==> config.mk <==
export PLATFORM = sky130hd
export DESIGN_NAME = glb_cfg_top
export DESIGN_NICKNAME = d
export VERILOG_FILES = /design/src/global_buffer_pkg.sv /design/src/glb_cfg_apb_bridge.sv /design/src/glb_tile_cfg.sv /design/src/glb_cfg_top.sv
export SDC_FILE = /design/constraint.sdc
export NUM_CORES = 1
export LEC_CHECK = 0
export ABC_CLOCK_PERIOD_IN_PS = 41000
export BUFFER_PORTS_ARGS = -buffer_cell sky130_fd_sc_hd__buf_2
export CAP_MARGIN = 30
export CORE_MARGIN = 1.5
export CORE_UTILIZATION = 60
export DETAILED_ROUTE_END_ITERATION = 6
export HOLD_SLACK_MARGIN = 0.08
export PLACE_DENSITY = 0.95
export SLEW_MARGIN = 20
export SYNTH_ARGS = -nofsm -noshare
export SYNTH_HDL_FRONTEND = slang
export SYNTH_SLANG_ARGS = --single-unit
==> constraint.sdc <==
create_clock -name clk -period 41 [get_ports clk]
set_input_delay 8.2 -clock clk [delete_from_list [all_inputs] [get_ports clk]]
set_output_delay 8.2 -clock clk [all_outputs]
set_load 0.03 [all_outputs]
==> src/global_buffer_pkg.sv <==
package global_buffer_pkg;

    // ~~~~~~~~~~~~~~~~~~~~~~~~~~~~~~~~~~~~~~~~~~~~~~~~
    // array size and configuration address map
    // ~~~~~~~~~~~~~~~~~~~~~~~~~~~~~~~~~~~~~~~~~~~~~~~~

    localparam int NUM_TILES           = 3;
    localparam int TILE_SEL_ADDR_WIDTH = 4;
    localparam int CFG_ADDR_WIDTH      = 11;
    localparam int CFG_DATA_WIDTH      = 32;

    // the tile field sits at the top of the address and the register number
    // below it, with the two byte offset bits left unused.
    localparam int CFG_TILE_SEL_LSB  = CFG_ADDR_WIDTH - TILE_SEL_ADDR_WIDTH;
    localparam int CFG_REG_SEL_LSB   = 2;
    localparam int CFG_REG_SEL_WIDTH = CFG_TILE_SEL_LSB - CFG_REG_SEL_LSB;

    localparam int QUEUE_DEPTH         = 4;
    localparam int QUEUE_IDX_WIDTH     = $clog2(QUEUE_DEPTH);
    localparam int GLB_ADDR_WIDTH      = 16;
    localparam int MAX_NUM_WORDS_WIDTH = 12;

    // register numbers inside one tile.
    localparam logic [CFG_REG_SEL_WIDTH-1:0] REG_TILE_CTRL          = 'd0;
    localparam logic [CFG_REG_SEL_WIDTH-1:0] REG_STORE_DMA_CTRL     = 'd1;
    localparam logic [CFG_REG_SEL_WIDTH-1:0] REG_STORE_DMA_HDR_BASE = 'd2;
    // each header takes two registers.
    localparam logic [CFG_REG_SEL_WIDTH-1:0] NUM_HDR_REGS = CFG_REG_SEL_WIDTH'(2 * QUEUE_DEPTH);

    // ~~~~~~~~~~~~~~~~~~~~~~~~~~~~~~~~~~~~~~~~~~~~~~~~
    // bridge read timeout
    // ~~~~~~~~~~~~~~~~~~~~~~~~~~~~~~~~~~~~~~~~~~~~~~~~

    localparam int RD_TIMEOUT   = 64;
    localparam int RD_CNT_WIDTH = $clog2(RD_TIMEOUT);
    localparam logic [RD_CNT_WIDTH-1:0] RD_CNT_LAST = RD_CNT_WIDTH'(RD_TIMEOUT - 1);

    // ~~~~~~~~~~~~~~~~~~~~~~~~~~~~~~~~~~~~~~~~~~~~~~~~
    // shared types
    // ~~~~~~~~~~~~~~~~~~~~~~~~~~~~~~~~~~~~~~~~~~~~~~~~

    typedef struct packed {
        logic                           valid;
        logic [GLB_ADDR_WIDTH-1:0]      start_addr;
        logic [MAX_NUM_WORDS_WIDTH-1:0] num_words;
    } dma_header_t;

    // configuration request, travels from east to west along the chain.
    typedef struct packed {
        logic                      wr_en;
        logic [CFG_ADDR_WIDTH-1:0] wr_addr;
        logic [CFG_DATA_WIDTH-1:0] wr_data;
        logic                      rd_en;
        logic [CFG_ADDR_WIDTH-1:0] rd_addr;
    } cfg_req_t;

    // read response, travels back from west to east.
    typedef struct packed {
        logic [CFG_DATA_WIDTH-1:0] rd_data;
        logic                      rd_data_valid;
    } cfg_rsp_t;

    // the state one tile exports to its buffer and DMA logic.
    typedef struct packed {
        logic                          tile_is_start;
        logic                          tile_is_end;
        logic                          store_dma_on;
        logic                          store_dma_auto_on;
        dma_header_t [QUEUE_DEPTH-1:0] store_dma_header;
    } tile_cfg_t;

endpackage

==> src/glb_cfg_apb_bridge.sv <==
`timescale 1ns/1ns

module glb_cfg_apb_bridge (
    input  logic                                         clk,
    input  logic                                         reset,
    input  logic                                         psel,
    input  logic                                         penable,
    input  logic                                         pwrite,
    input  logic [global_buffer_pkg::CFG_ADDR_WIDTH-1:0] paddr,
    input  logic [global_buffer_pkg::CFG_DATA_WIDTH-1:0] pwdata,
    output logic [global_buffer_pkg::CFG_DATA_WIDTH-1:0] prdata,
    output logic                                         pready,
    output logic                                         pslverr,
    output global_buffer_pkg::cfg_req_t                  cfg_req,
    input  global_buffer_pkg::cfg_rsp_t                  cfg_rsp
);

    typedef enum logic [1:0] {
        ST_IDLE,
        ST_ISSUED,
        ST_WAITING
    } state_t;

    state_t state;
    state_t state_next;

    logic access_start;
    logic wr_start;
    logic rd_start;
    logic rd_done;
    logic rd_err;
    logic rd_timeout;
    logic [global_buffer_pkg::RD_CNT_WIDTH-1:0] rd_cnt;

    // ~~~~~~~~~~~~~~~~~~~~~~~~~~~~~~~~~~~~~~~~~~~~~~~~
    // transfer start and APB outputs
    // ~~~~~~~~~~~~~~~~~~~~~~~~~~~~~~~~~~~~~~~~~~~~~~~~

    // a transfer starts in its first access cycle. The cycle in which a read
    // completes is still an access cycle, so rd_done keeps it from counting twice.
    assign access_start = (state == ST_IDLE) && psel && penable && !rd_done;
    assign wr_start     = access_start && pwrite;
    assign rd_start     = access_start && !pwrite;

    // writes are posted and finish with no wait state.
    assign pready  = rd_done | wr_start;
    assign pslverr = rd_err;

    // ~~~~~~~~~~~~~~~~~~~~~~~~~~~~~~~~~~~~~~~~~~~~~~~~
    // read state machine
    // ~~~~~~~~~~~~~~~~~~~~~~~~~~~~~~~~~~~~~~~~~~~~~~~~

    always_comb begin
        state_next = state;
        case (state)
            ST_IDLE: begin
                if (rd_start) begin
                    state_next = ST_ISSUED;
                end
            end
            ST_ISSUED: begin
                // the request pulse is on the bus in this cycle.
                state_next = ST_WAITING;
            end
            ST_WAITING: begin
                if (cfg_rsp.rd_data_valid || rd_timeout) begin
                    state_next = ST_IDLE;
                end
            end
            default: begin
                state_next = ST_IDLE;
            end
        endcase
    end

    always_ff @(posedge clk or posedge reset) begin
        if (reset) begin
            state <= ST_IDLE;
        end else begin
            state <= state_next;
        end
    end

    // counts the cycles spent waiting for an answer.
    assign rd_timeout = (rd_cnt == global_buffer_pkg::RD_CNT_LAST);

    always_ff @(posedge clk or posedge reset) begin
        if (reset) begin
            rd_cnt <= '0;
        end else if (state != ST_WAITING) begin
            rd_cnt <= '0;
        end else begin
            rd_cnt <= rd_cnt + 1'b1;
        end
    end

    // ~~~~~~~~~~~~~~~~~~~~~~~~~~~~~~~~~~~~~~~~~~~~~~~~
    // request issue and read completion
    // ~~~~~~~~~~~~~~~~~~~~~~~~~~~~~~~~~~~~~~~~~~~~~~~~

    // one request pulse per APB transfer, one cycle after the access phase begins.
    always_ff @(posedge clk or posedge reset) begin
        if (reset) begin
            cfg_req <= '0;
        end else begin
            cfg_req.wr_en <= wr_start;
            cfg_req.rd_en <= rd_start;
            if (access_start) begin
                cfg_req.wr_addr <= paddr;
                cfg_req.wr_data <= pwdata;
                cfg_req.rd_addr <= paddr;
            end
        end
    end

    // a response ends the read with its data. No answer in time means the
    // tile does not exist, so the read ends with an error and zero data.
    always_ff @(posedge clk or posedge reset) begin
        if (reset) begin
            rd_done <= 1'b0;
            rd_err  <= 1'b0;
            prdata  <= '0;
        end else begin
            rd_done <= 1'b0;
            rd_err  <= 1'b0;
            if (state == ST_WAITING) begin
                if (cfg_rsp.rd_data_valid) begin
                    rd_done <= 1'b1;
                    prdata  <= cfg_rsp.rd_data;
                end else if (rd_timeout) begin
                    rd_done <= 1'b1;
                    rd_err  <= 1'b1;
                    prdata  <= '0;
                end
            end
        end
    end

endmodule

==> src/glb_tile_cfg.sv <==
`timescale 1ns/1ns

module glb_tile_cfg #(
    parameter int TILE_ID = 0
) (
    input  logic                         clk,
    input  logic                         reset,
    input  global_buffer_pkg::cfg_req_t  req_east,
    output global_buffer_pkg::cfg_rsp_t  rsp_east,
    output global_buffer_pkg::cfg_req_t  req_west,
    input  global_buffer_pkg::cfg_rsp_t  rsp_west,
    output global_buffer_pkg::tile_cfg_t tile_cfg
);

    // decoded form of one configuration address.
    typedef struct packed {
        logic                                          tile_hit;
        logic                                          is_tile_ctrl;
        logic                                          is_dma_ctrl;
        logic                                          is_hdr;
        logic [global_buffer_pkg::QUEUE_IDX_WIDTH-1:0] hdr_idx;
        logic                                          hdr_cnt;
    } reg_dec_t;

    reg_dec_t wr_dec;
    reg_dec_t rd_dec;

    logic wr_local;
    logic rd_local;

    global_buffer_pkg::dma_header_t           rd_hdr;
    logic [global_buffer_pkg::CFG_DATA_WIDTH-1:0] rd_data_local;
    global_buffer_pkg::cfg_req_t              req_west_next;

    // ~~~~~~~~~~~~~~~~~~~~~~~~~~~~~~~~~~~~~~~~~~~~~~~~
    // address decode
    // ~~~~~~~~~~~~~~~~~~~~~~~~~~~~~~~~~~~~~~~~~~~~~~~~

    // headers start at register 2 and alternate between {start_addr, valid}
    // and num_words. Register numbers below the base wrap to a large offset,
    // so the single compare against NUM_HDR_REGS covers both ends.
    function automatic reg_dec_t decode_addr(
        input logic [global_buffer_pkg::CFG_ADDR_WIDTH-1:0] addr
    );
        logic [global_buffer_pkg::TILE_SEL_ADDR_WIDTH-1:0] tile_sel;
        logic [global_buffer_pkg::CFG_REG_SEL_WIDTH-1:0]   reg_sel;
        logic [global_buffer_pkg::CFG_REG_SEL_WIDTH-1:0]   hdr_off;
        reg_dec_t                                          dec;

        tile_sel = addr[global_buffer_pkg::CFG_TILE_SEL_LSB +:
                        global_buffer_pkg::TILE_SEL_ADDR_WIDTH];
        reg_sel  = addr[global_buffer_pkg::CFG_REG_SEL_LSB +:
                        global_buffer_pkg::CFG_REG_SEL_WIDTH];
        hdr_off  = reg_sel - global_buffer_pkg::REG_STORE_DMA_HDR_BASE;

        dec.tile_hit     = (tile_sel == TILE_ID[global_buffer_pkg::TILE_SEL_ADDR_WIDTH-1:0]);
        dec.is_tile_ctrl = (reg_sel == global_buffer_pkg::REG_TILE_CTRL);
        dec.is_dma_ctrl  = (reg_sel == global_buffer_pkg::REG_STORE_DMA_CTRL);
        dec.is_hdr       = (hdr_off < global_buffer_pkg::NUM_HDR_REGS);
        dec.hdr_idx      = hdr_off[global_buffer_pkg::QUEUE_IDX_WIDTH:1];
        dec.hdr_cnt      = hdr_off[0];
        return dec;
    endfunction

    assign wr_dec = decode_addr(req_east.wr_addr);
    assign rd_dec = decode_addr(req_east.rd_addr);

    assign wr_local = req_east.wr_en && wr_dec.tile_hit;
    assign rd_local = req_east.rd_en && rd_dec.tile_hit;

    // ~~~~~~~~~~~~~~~~~~~~~~~~~~~~~~~~~~~~~~~~~~~~~~~~
    // configuration registers
    // ~~~~~~~~~~~~~~~~~~~~~~~~~~~~~~~~~~~~~~~~~~~~~~~~

    // unmapped register numbers match none of the cases and the write is lost.
    always_ff @(posedge clk or posedge reset) begin
        if (reset) begin
            tile_cfg <= '0;
        end else if (wr_local) begin
            if (wr_dec.is_tile_ctrl) begin
                tile_cfg.tile_is_start <= req_east.wr_data[0];
                tile_cfg.tile_is_end   <= req_east.wr_data[1];
            end
            if (wr_dec.is_dma_ctrl) begin
                tile_cfg.store_dma_on      <= req_east.wr_data[0];
                tile_cfg.store_dma_auto_on <= req_east.wr_data[1];
            end
            if (wr_dec.is_hdr && !wr_dec.hdr_cnt) begin
                tile_cfg.store_dma_header[wr_dec.hdr_idx].valid <= req_east.wr_data[0];
                tile_cfg.store_dma_header[wr_dec.hdr_idx].start_addr <=
                    req_east.wr_data[global_buffer_pkg::GLB_ADDR_WIDTH:1];
            end
            if (wr_dec.is_hdr && wr_dec.hdr_cnt) begin
                tile_cfg.store_dma_header[wr_dec.hdr_idx].num_words <=
                    req_east.wr_data[global_buffer_pkg::MAX_NUM_WORDS_WIDTH-1:0];
            end
        end
    end

    // read data for this tile, zero extended to the bus width.
    assign rd_hdr = tile_cfg.store_dma_header[rd_dec.hdr_idx];

    always_comb begin
        rd_data_local = '0;
        if (rd_dec.is_tile_ctrl) begin
            rd_data_local[1:0] = {tile_cfg.tile_is_end, tile_cfg.tile_is_start};
        end else if (rd_dec.is_dma_ctrl) begin
            rd_data_local[1:0] = {tile_cfg.store_dma_auto_on, tile_cfg.store_dma_on};
        end else if (rd_dec.is_hdr) begin
            if (rd_dec.hdr_cnt) begin
                rd_data_local[global_buffer_pkg::MAX_NUM_WORDS_WIDTH-1:0] = rd_hdr.num_words;
            end else begin
                rd_data_local[global_buffer_pkg::GLB_ADDR_WIDTH:0] =
                    {rd_hdr.start_addr, rd_hdr.valid};
            end
        end
    end

    // ~~~~~~~~~~~~~~~~~~~~~~~~~~~~~~~~~~~~~~~~~~~~~~~~
    // east to west request router
    // ~~~~~~~~~~~~~~~~~~~~~~~~~~~~~~~~~~~~~~~~~~~~~~~~

    // a request for another tile moves one hop west per cycle.
    // Requests kept here do not go further.
    always_comb begin
        req_west_next       = req_east;
        req_west_next.wr_en = req_east.wr_en && !wr_dec.tile_hit;
        req_west_next.rd_en = req_east.rd_en && !rd_dec.tile_hit;
    end

    always_ff @(posedge clk or posedge reset) begin
        if (reset) begin
            req_west <= '0;
        end else begin
            req_west <= req_west_next;
        end
    end

    // ~~~~~~~~~~~~~~~~~~~~~~~~~~~~~~~~~~~~~~~~~~~~~~~~
    // west to east response return
    // ~~~~~~~~~~~~~~~~~~~~~~~~~~~~~~~~~~~~~~~~~~~~~~~~

    // only one read is in flight, so a local answer and a forwarded one
    // never arrive together. The local answer still takes precedence.
    always_ff @(posedge clk or posedge reset) begin
        if (reset) begin
            rsp_east <= '0;
        end else if (rd_local) begin
            rsp_east.rd_data       <= rd_data_local;
            rsp_east.rd_data_valid <= 1'b1;
        end else if (rsp_west.rd_data_valid) begin
            rsp_east <= rsp_west;
        end else begin
            rsp_east.rd_data_valid <= 1'b0;
        end
    end

endmodule

==> src/glb_cfg_top.sv <==
`timescale 1ns/1ns

module glb_cfg_top (
    input  logic                                         clk,
    input  logic                                         reset,
    input  logic                                         psel,
    input  logic                                         penable,
    input  logic                                         pwrite,
    input  logic [global_buffer_pkg::CFG_ADDR_WIDTH-1:0] paddr,
    input  logic [global_buffer_pkg::CFG_DATA_WIDTH-1:0] pwdata,
    output logic [global_buffer_pkg::CFG_DATA_WIDTH-1:0] prdata,
    output logic                                         pready,
    output logic                                         pslverr,
    output global_buffer_pkg::tile_cfg_t                 tile_cfg [global_buffer_pkg::NUM_TILES]
);

    // entry i of each chain is the east port of tile i.
    global_buffer_pkg::cfg_req_t req_chain [global_buffer_pkg::NUM_TILES];
    global_buffer_pkg::cfg_rsp_t rsp_chain [global_buffer_pkg::NUM_TILES];

    glb_cfg_apb_bridge u_bridge (
        .clk     (clk),
        .reset   (reset),
        .psel    (psel),
        .penable (penable),
        .pwrite  (pwrite),
        .paddr   (paddr),
        .pwdata  (pwdata),
        .prdata  (prdata),
        .pready  (pready),
        .pslverr (pslverr),
        .cfg_req (req_chain[0]),
        .cfg_rsp (rsp_chain[0])
    );

    for (genvar i = 0; i < global_buffer_pkg::NUM_TILES; i++) begin : g_tile
        if (i < global_buffer_pkg::NUM_TILES - 1) begin : g_link
            glb_tile_cfg #(.TILE_ID(i)) u_tile (
                .clk      (clk),
                .reset    (reset),
                .req_east (req_chain[i]),
                .rsp_east (rsp_chain[i]),
                .req_west (req_chain[i+1]),
                .rsp_west (rsp_chain[i+1]),
                .tile_cfg (tile_cfg[i])
            );
        end else begin : g_end
            // the far end of the chain has no neighbour to the west.
            glb_tile_cfg #(.TILE_ID(i)) u_tile (
                .clk      (clk),
                .reset    (reset),
                .req_east (req_chain[i]),
                .rsp_east (rsp_chain[i]),
                .req_west (),
                .rsp_west ('0),
                .tile_cfg (tile_cfg[i])
            );
        end
    end

endmodule

==> impl_summary.log <==
INFO  metric status = finished, final reports clean
INFO  metric clk_pin_slew_worst_paths = 60 ps
INFO  metric worst_ep_required_time = 32800 ps
INFO  metric place_hpwl = 44.4 mm
INFO  metric worstSetupPathType = in2out
INFO  metric worst_hold_startpoint = g_tile[0].g_link.u_tile.req_west[51]$_DFF_PP0_
INFO  metric r2r-start = g_tile[0].g_link.u_tile.req_west[47]$_DFF_PP0_
INFO  metric start_util = 61.0%
INFO  metric timing.fmax = 0.0579 GHz
INFO  metric die_area = 38500 um2
INFO  metric reg2reg_depth = 8
INFO  metric headroom_to_the_max_slew_limit = 33.7%
INFO  metric die_h = 196 um
INFO  metric total_placed_instance_area = 24900 um2
INFO  metric rsz_0062_raised_after_global_routing = false
INFO  metric avgSynthCellArea = 15.8 um2
INFO  metric cp-start-kind = input port
INFO  metric pin_count = 442
INFO  metric synth-edff-count = 0
INFO  metric drt_iter0_drc = 1033
INFO  metric die_x = 196 um
INFO  metric timing.final.crit_share = 42.1%
INFO  metric post_synth_most_frequent_cells = 525 x sky130_fd_sc_hd__dfrtp_1, 389 x sky130_fd_sc_hd__mux2_2, 87 x sky130_fd_sc_hd__mux4_2
INFO  metric cts_setup_buffers = 0
INFO  metric fp.coreArea = 36700 um2
INFO  metric grt_start_max_net_pins = 185
INFO  metric period_needed = 17260 ps
INFO  metric worstHoldPathType = reg2reg
INFO  metric cts_buffer_depth = 3
INFO  metric h_tree_depth = 2
INFO  metric ys_warn_count = 0
INFO  metric drtAntennaViolNets = 0
INFO  metric destination_of_the_worst_register_to_register_timing_path = g_tile[1].g_link.u_tile.tile_cfg[46]$_DFFE_PP0P_
INFO  metric powerDensity = 55.8 nW/um2
INFO  metric placementRows = 70
INFO  metric total_leakage_power = 14.0 nW
INFO  metric insertion_delay = 610 ps
INFO  metric routed_wl = 64.0 mm
INFO  metric fraction_of_synthesized_cell_area_taken_by_the_top_area_cell_type = 58.7%
INFO  metric drcViolationCount = 0
INFO  metric cts-hold-fix-buffers = 0
INFO  metric synth_cells = 1415
INFO  metric final_design_area_no_fill = 26800 um2
INFO  metric detail_route.first_pass.iterations = 7
INFO  metric hold_path_end = g_tile[1].g_link.u_tile.req_west[51]$_DFF_PP0_
INFO  metric antenna_found_initial = 0
INFO  metric num_vias = 15000
INFO  metric setup.reg_to_reg.worst_slack = 37470 ps
INFO  metric ys_types = 58
INFO  metric route.detailed.vias_per_inst = 6.38
INFO  metric cts_buffers = 52
INFO  metric synthesis.area = 22400 um2
INFO  metric grt_pass1_wl = 97.8 mm
INFO  metric setup_viol = 0
INFO  metric vias_in_the_first_global_route = 15600
INFO  metric hold_path_depth = 0
INFO  metric place.gp.congestion = 0.876
INFO  metric clock-skew-final = 27.4 ps
INFO  metric tritoncts_num_sinks = 525
INFO  metric n_antenna_cell = 0
INFO  metric arrival_worst_endpoint = 9060 ps
INFO  metric root_buffer = sky130_fd_sc_hd__clkbuf_16
INFO  metric final-max-slew-violation-count = 0
INFO  metric place.port_buffers = 409
INFO  metric area_growth_syn_to_layout = 19.7%
INFO  metric synthTopCellsByArea = sky130_fd_sc_hd__dfrtp_1 59%, sky130_fd_sc_hd__mux2_2 20%, sky130_fd_sc_hd__mux4_2 8.7%, sky130_fd_sc_hd__mux2i_1 1.7%, sky130_fd_sc_hd__ha_1 0.89%
INFO  metric setup_total_negative_slack = 0 ps
INFO  metric timing_worst_slew_pin_value = 995 ps
INFO  metric drv_cap = 0
INFO  metric avgRoutedWirePerCell = 27.2 um
INFO  metric critical_path_peak_fanout = 2
INFO  metric synth-seq-area-share = 58.7%
INFO  metric async_flop_share = 100%
INFO  metric clock_tree_from_tritoncts = built
INFO  metric synthMostInstantiatedCell = sky130_fd_sc_hd__dfrtp_1
INFO  metric vdd_drop_max = 0.0000397 V
INFO  metric postCtsResizedCells = 0
INFO  metric fill_cells = 2194
INFO  metric endpoint_kind = primary output
INFO  metric synth_top_area_cell = sky130_fd_sc_hd__dfrtp_1
INFO  metric grt_util_all_layers = 33.8%
INFO  metric synth_flop_cell = sky130_fd_sc_hd__dfrtp_1
INFO  metric globalRoute.totalOverflow = 0
INFO  metric final_nets = 1904
INFO  metric synth_seq_cells = 525
INFO  metric hold_violations = 0
INFO  metric final_layout_size_suffix_gt1_share = 55.4%
layer usage:
| metal | up-vias | GRT usage (%) | routed length [um] |
|---|---|---|---|
| met3 | 147 | 8.92 | 6180 |
| met2 | 895 | 55.4 | 31500 |
| met5 | - | 0 | 0 |
| li1 | 6105 | - | - |
| met1 | 7848 | 44.2 | 24400 |
| met4 | 0 | 11.4 | 1930 |
cell usage in the layout, fill, tap and decap left out, drive strengths merged, types with 13 or more instances in the layout:
cell / netlist / routed
a22o: 22 / 22
buf: 58 / 449
clkbuf: 34 / 73
clkinv: 0 / 19
conb: 1 / 15
dfrtp: 525 / 525
ha: 16 / 16
inv: 20 / 20
mux2: 392 / 392
mux2i: 37 / 37
mux4: 87 / 87
nand2: 13 / 13
nand3: 17 / 17
nor2: 36 / 36
nor3b: 27 / 27
cell type report:
class | count | area, um2 | share of cell area, %
clock buffers | 73 | 1520 | 5.67
flip-flops and latches | 525 | 13100 | 49.0
clock inverters | 25 | 253 | 0.943
multi-input cells | 792 | 8780 | 32.8
repair buffers | 449 | 2440 | 9.10
well taps | 468 | 586 | 2.18
inverters | 20 | 82.6 | 0.308
logic make-up after synthesis:
| logic type | Yosys count | share of synthesized area [%] |
|---|---|---|
| compound gates | 96 | 3.49 |
| simple gates | 145 | 4.15 |
| xor+xnor | 4 | 0.156 |
| mux | 516 | 30.1 |
| buf+inv | 112 | 2.53 |
| fa+ha+maj | 16 | 0.894 |
| flops | 525 | 58.7 |
| other cells | 1 | 0.0167 |
how the worst max path moves through the flow:
| stage | startpoint | to | slack (ps) |
|---|---|---|---|
| after floorplan | reset | g_tile[0].g_link.u_tile.req_west[11]$_DFF_PP0_ | 18130 |
| final | penable | pready | 23740 |
| after detailed placement | penable | pready | 23770 |
| after global routing | penable | pready | 23690 |
| after CTS | penable | pready | 23730 |
| after global placement | penable | pready | 23790 |
registers in the layout, indices dropped and copies added (netlist names):
name and count:
g_tile.g_link.u_tile.req_west 56, u_bridge.prdata 17, u_bridge.state 2, u_bridge.rd_cnt 6
g_tile.g_end.u_tile.rsp_east 18, g_tile.g_link.u_tile.rsp_east 36, u_bridge.cfg_req 28, u_bridge.pslverr 1
g_tile.g_end.u_tile.tile_cfg 120, u_bridge.rd_done 1, g_tile.g_link.u_tile.tile_cfg 240
where the power goes:
| part | switching [mW] | internal [mW] |
|---|---|---|
| combinational | 0.190 | 0.125 |
| clock | 0.208 | 0.279 |
| sequential | 0.111 | 0.583 |
| total | 0.509 | 0.987 |
metrics by stage:
step	utilization (%)	power, mW	cells	hold slack [ps]	worst slack, ps
after floorplan	-	0.889	1429	346	18130
after global placement	67.8	0.989	2245	351	23790
after detailed placement	67.9	1.01	2249	368	23770
after CTS	72.8	1.49	2347	396	23730
after global routing	73.0	1.55	2352	411	23690
final	73.0	1.50	2352	394	23740
worst max-delay path, cell delays in order:
cell,delay (ps)
sky130_fd_sc_hd__buf_2,80
sky130_fd_sc_hd__nand2_1,60
sky130_fd_sc_hd__nor4_2,220
sky130_fd_sc_hd__and2_1,210
sky130_fd_sc_hd__or2_2,110
sky130_fd_sc_hd__buf_2,180
No activity file was read; power rests on OpenSTA's default activity.
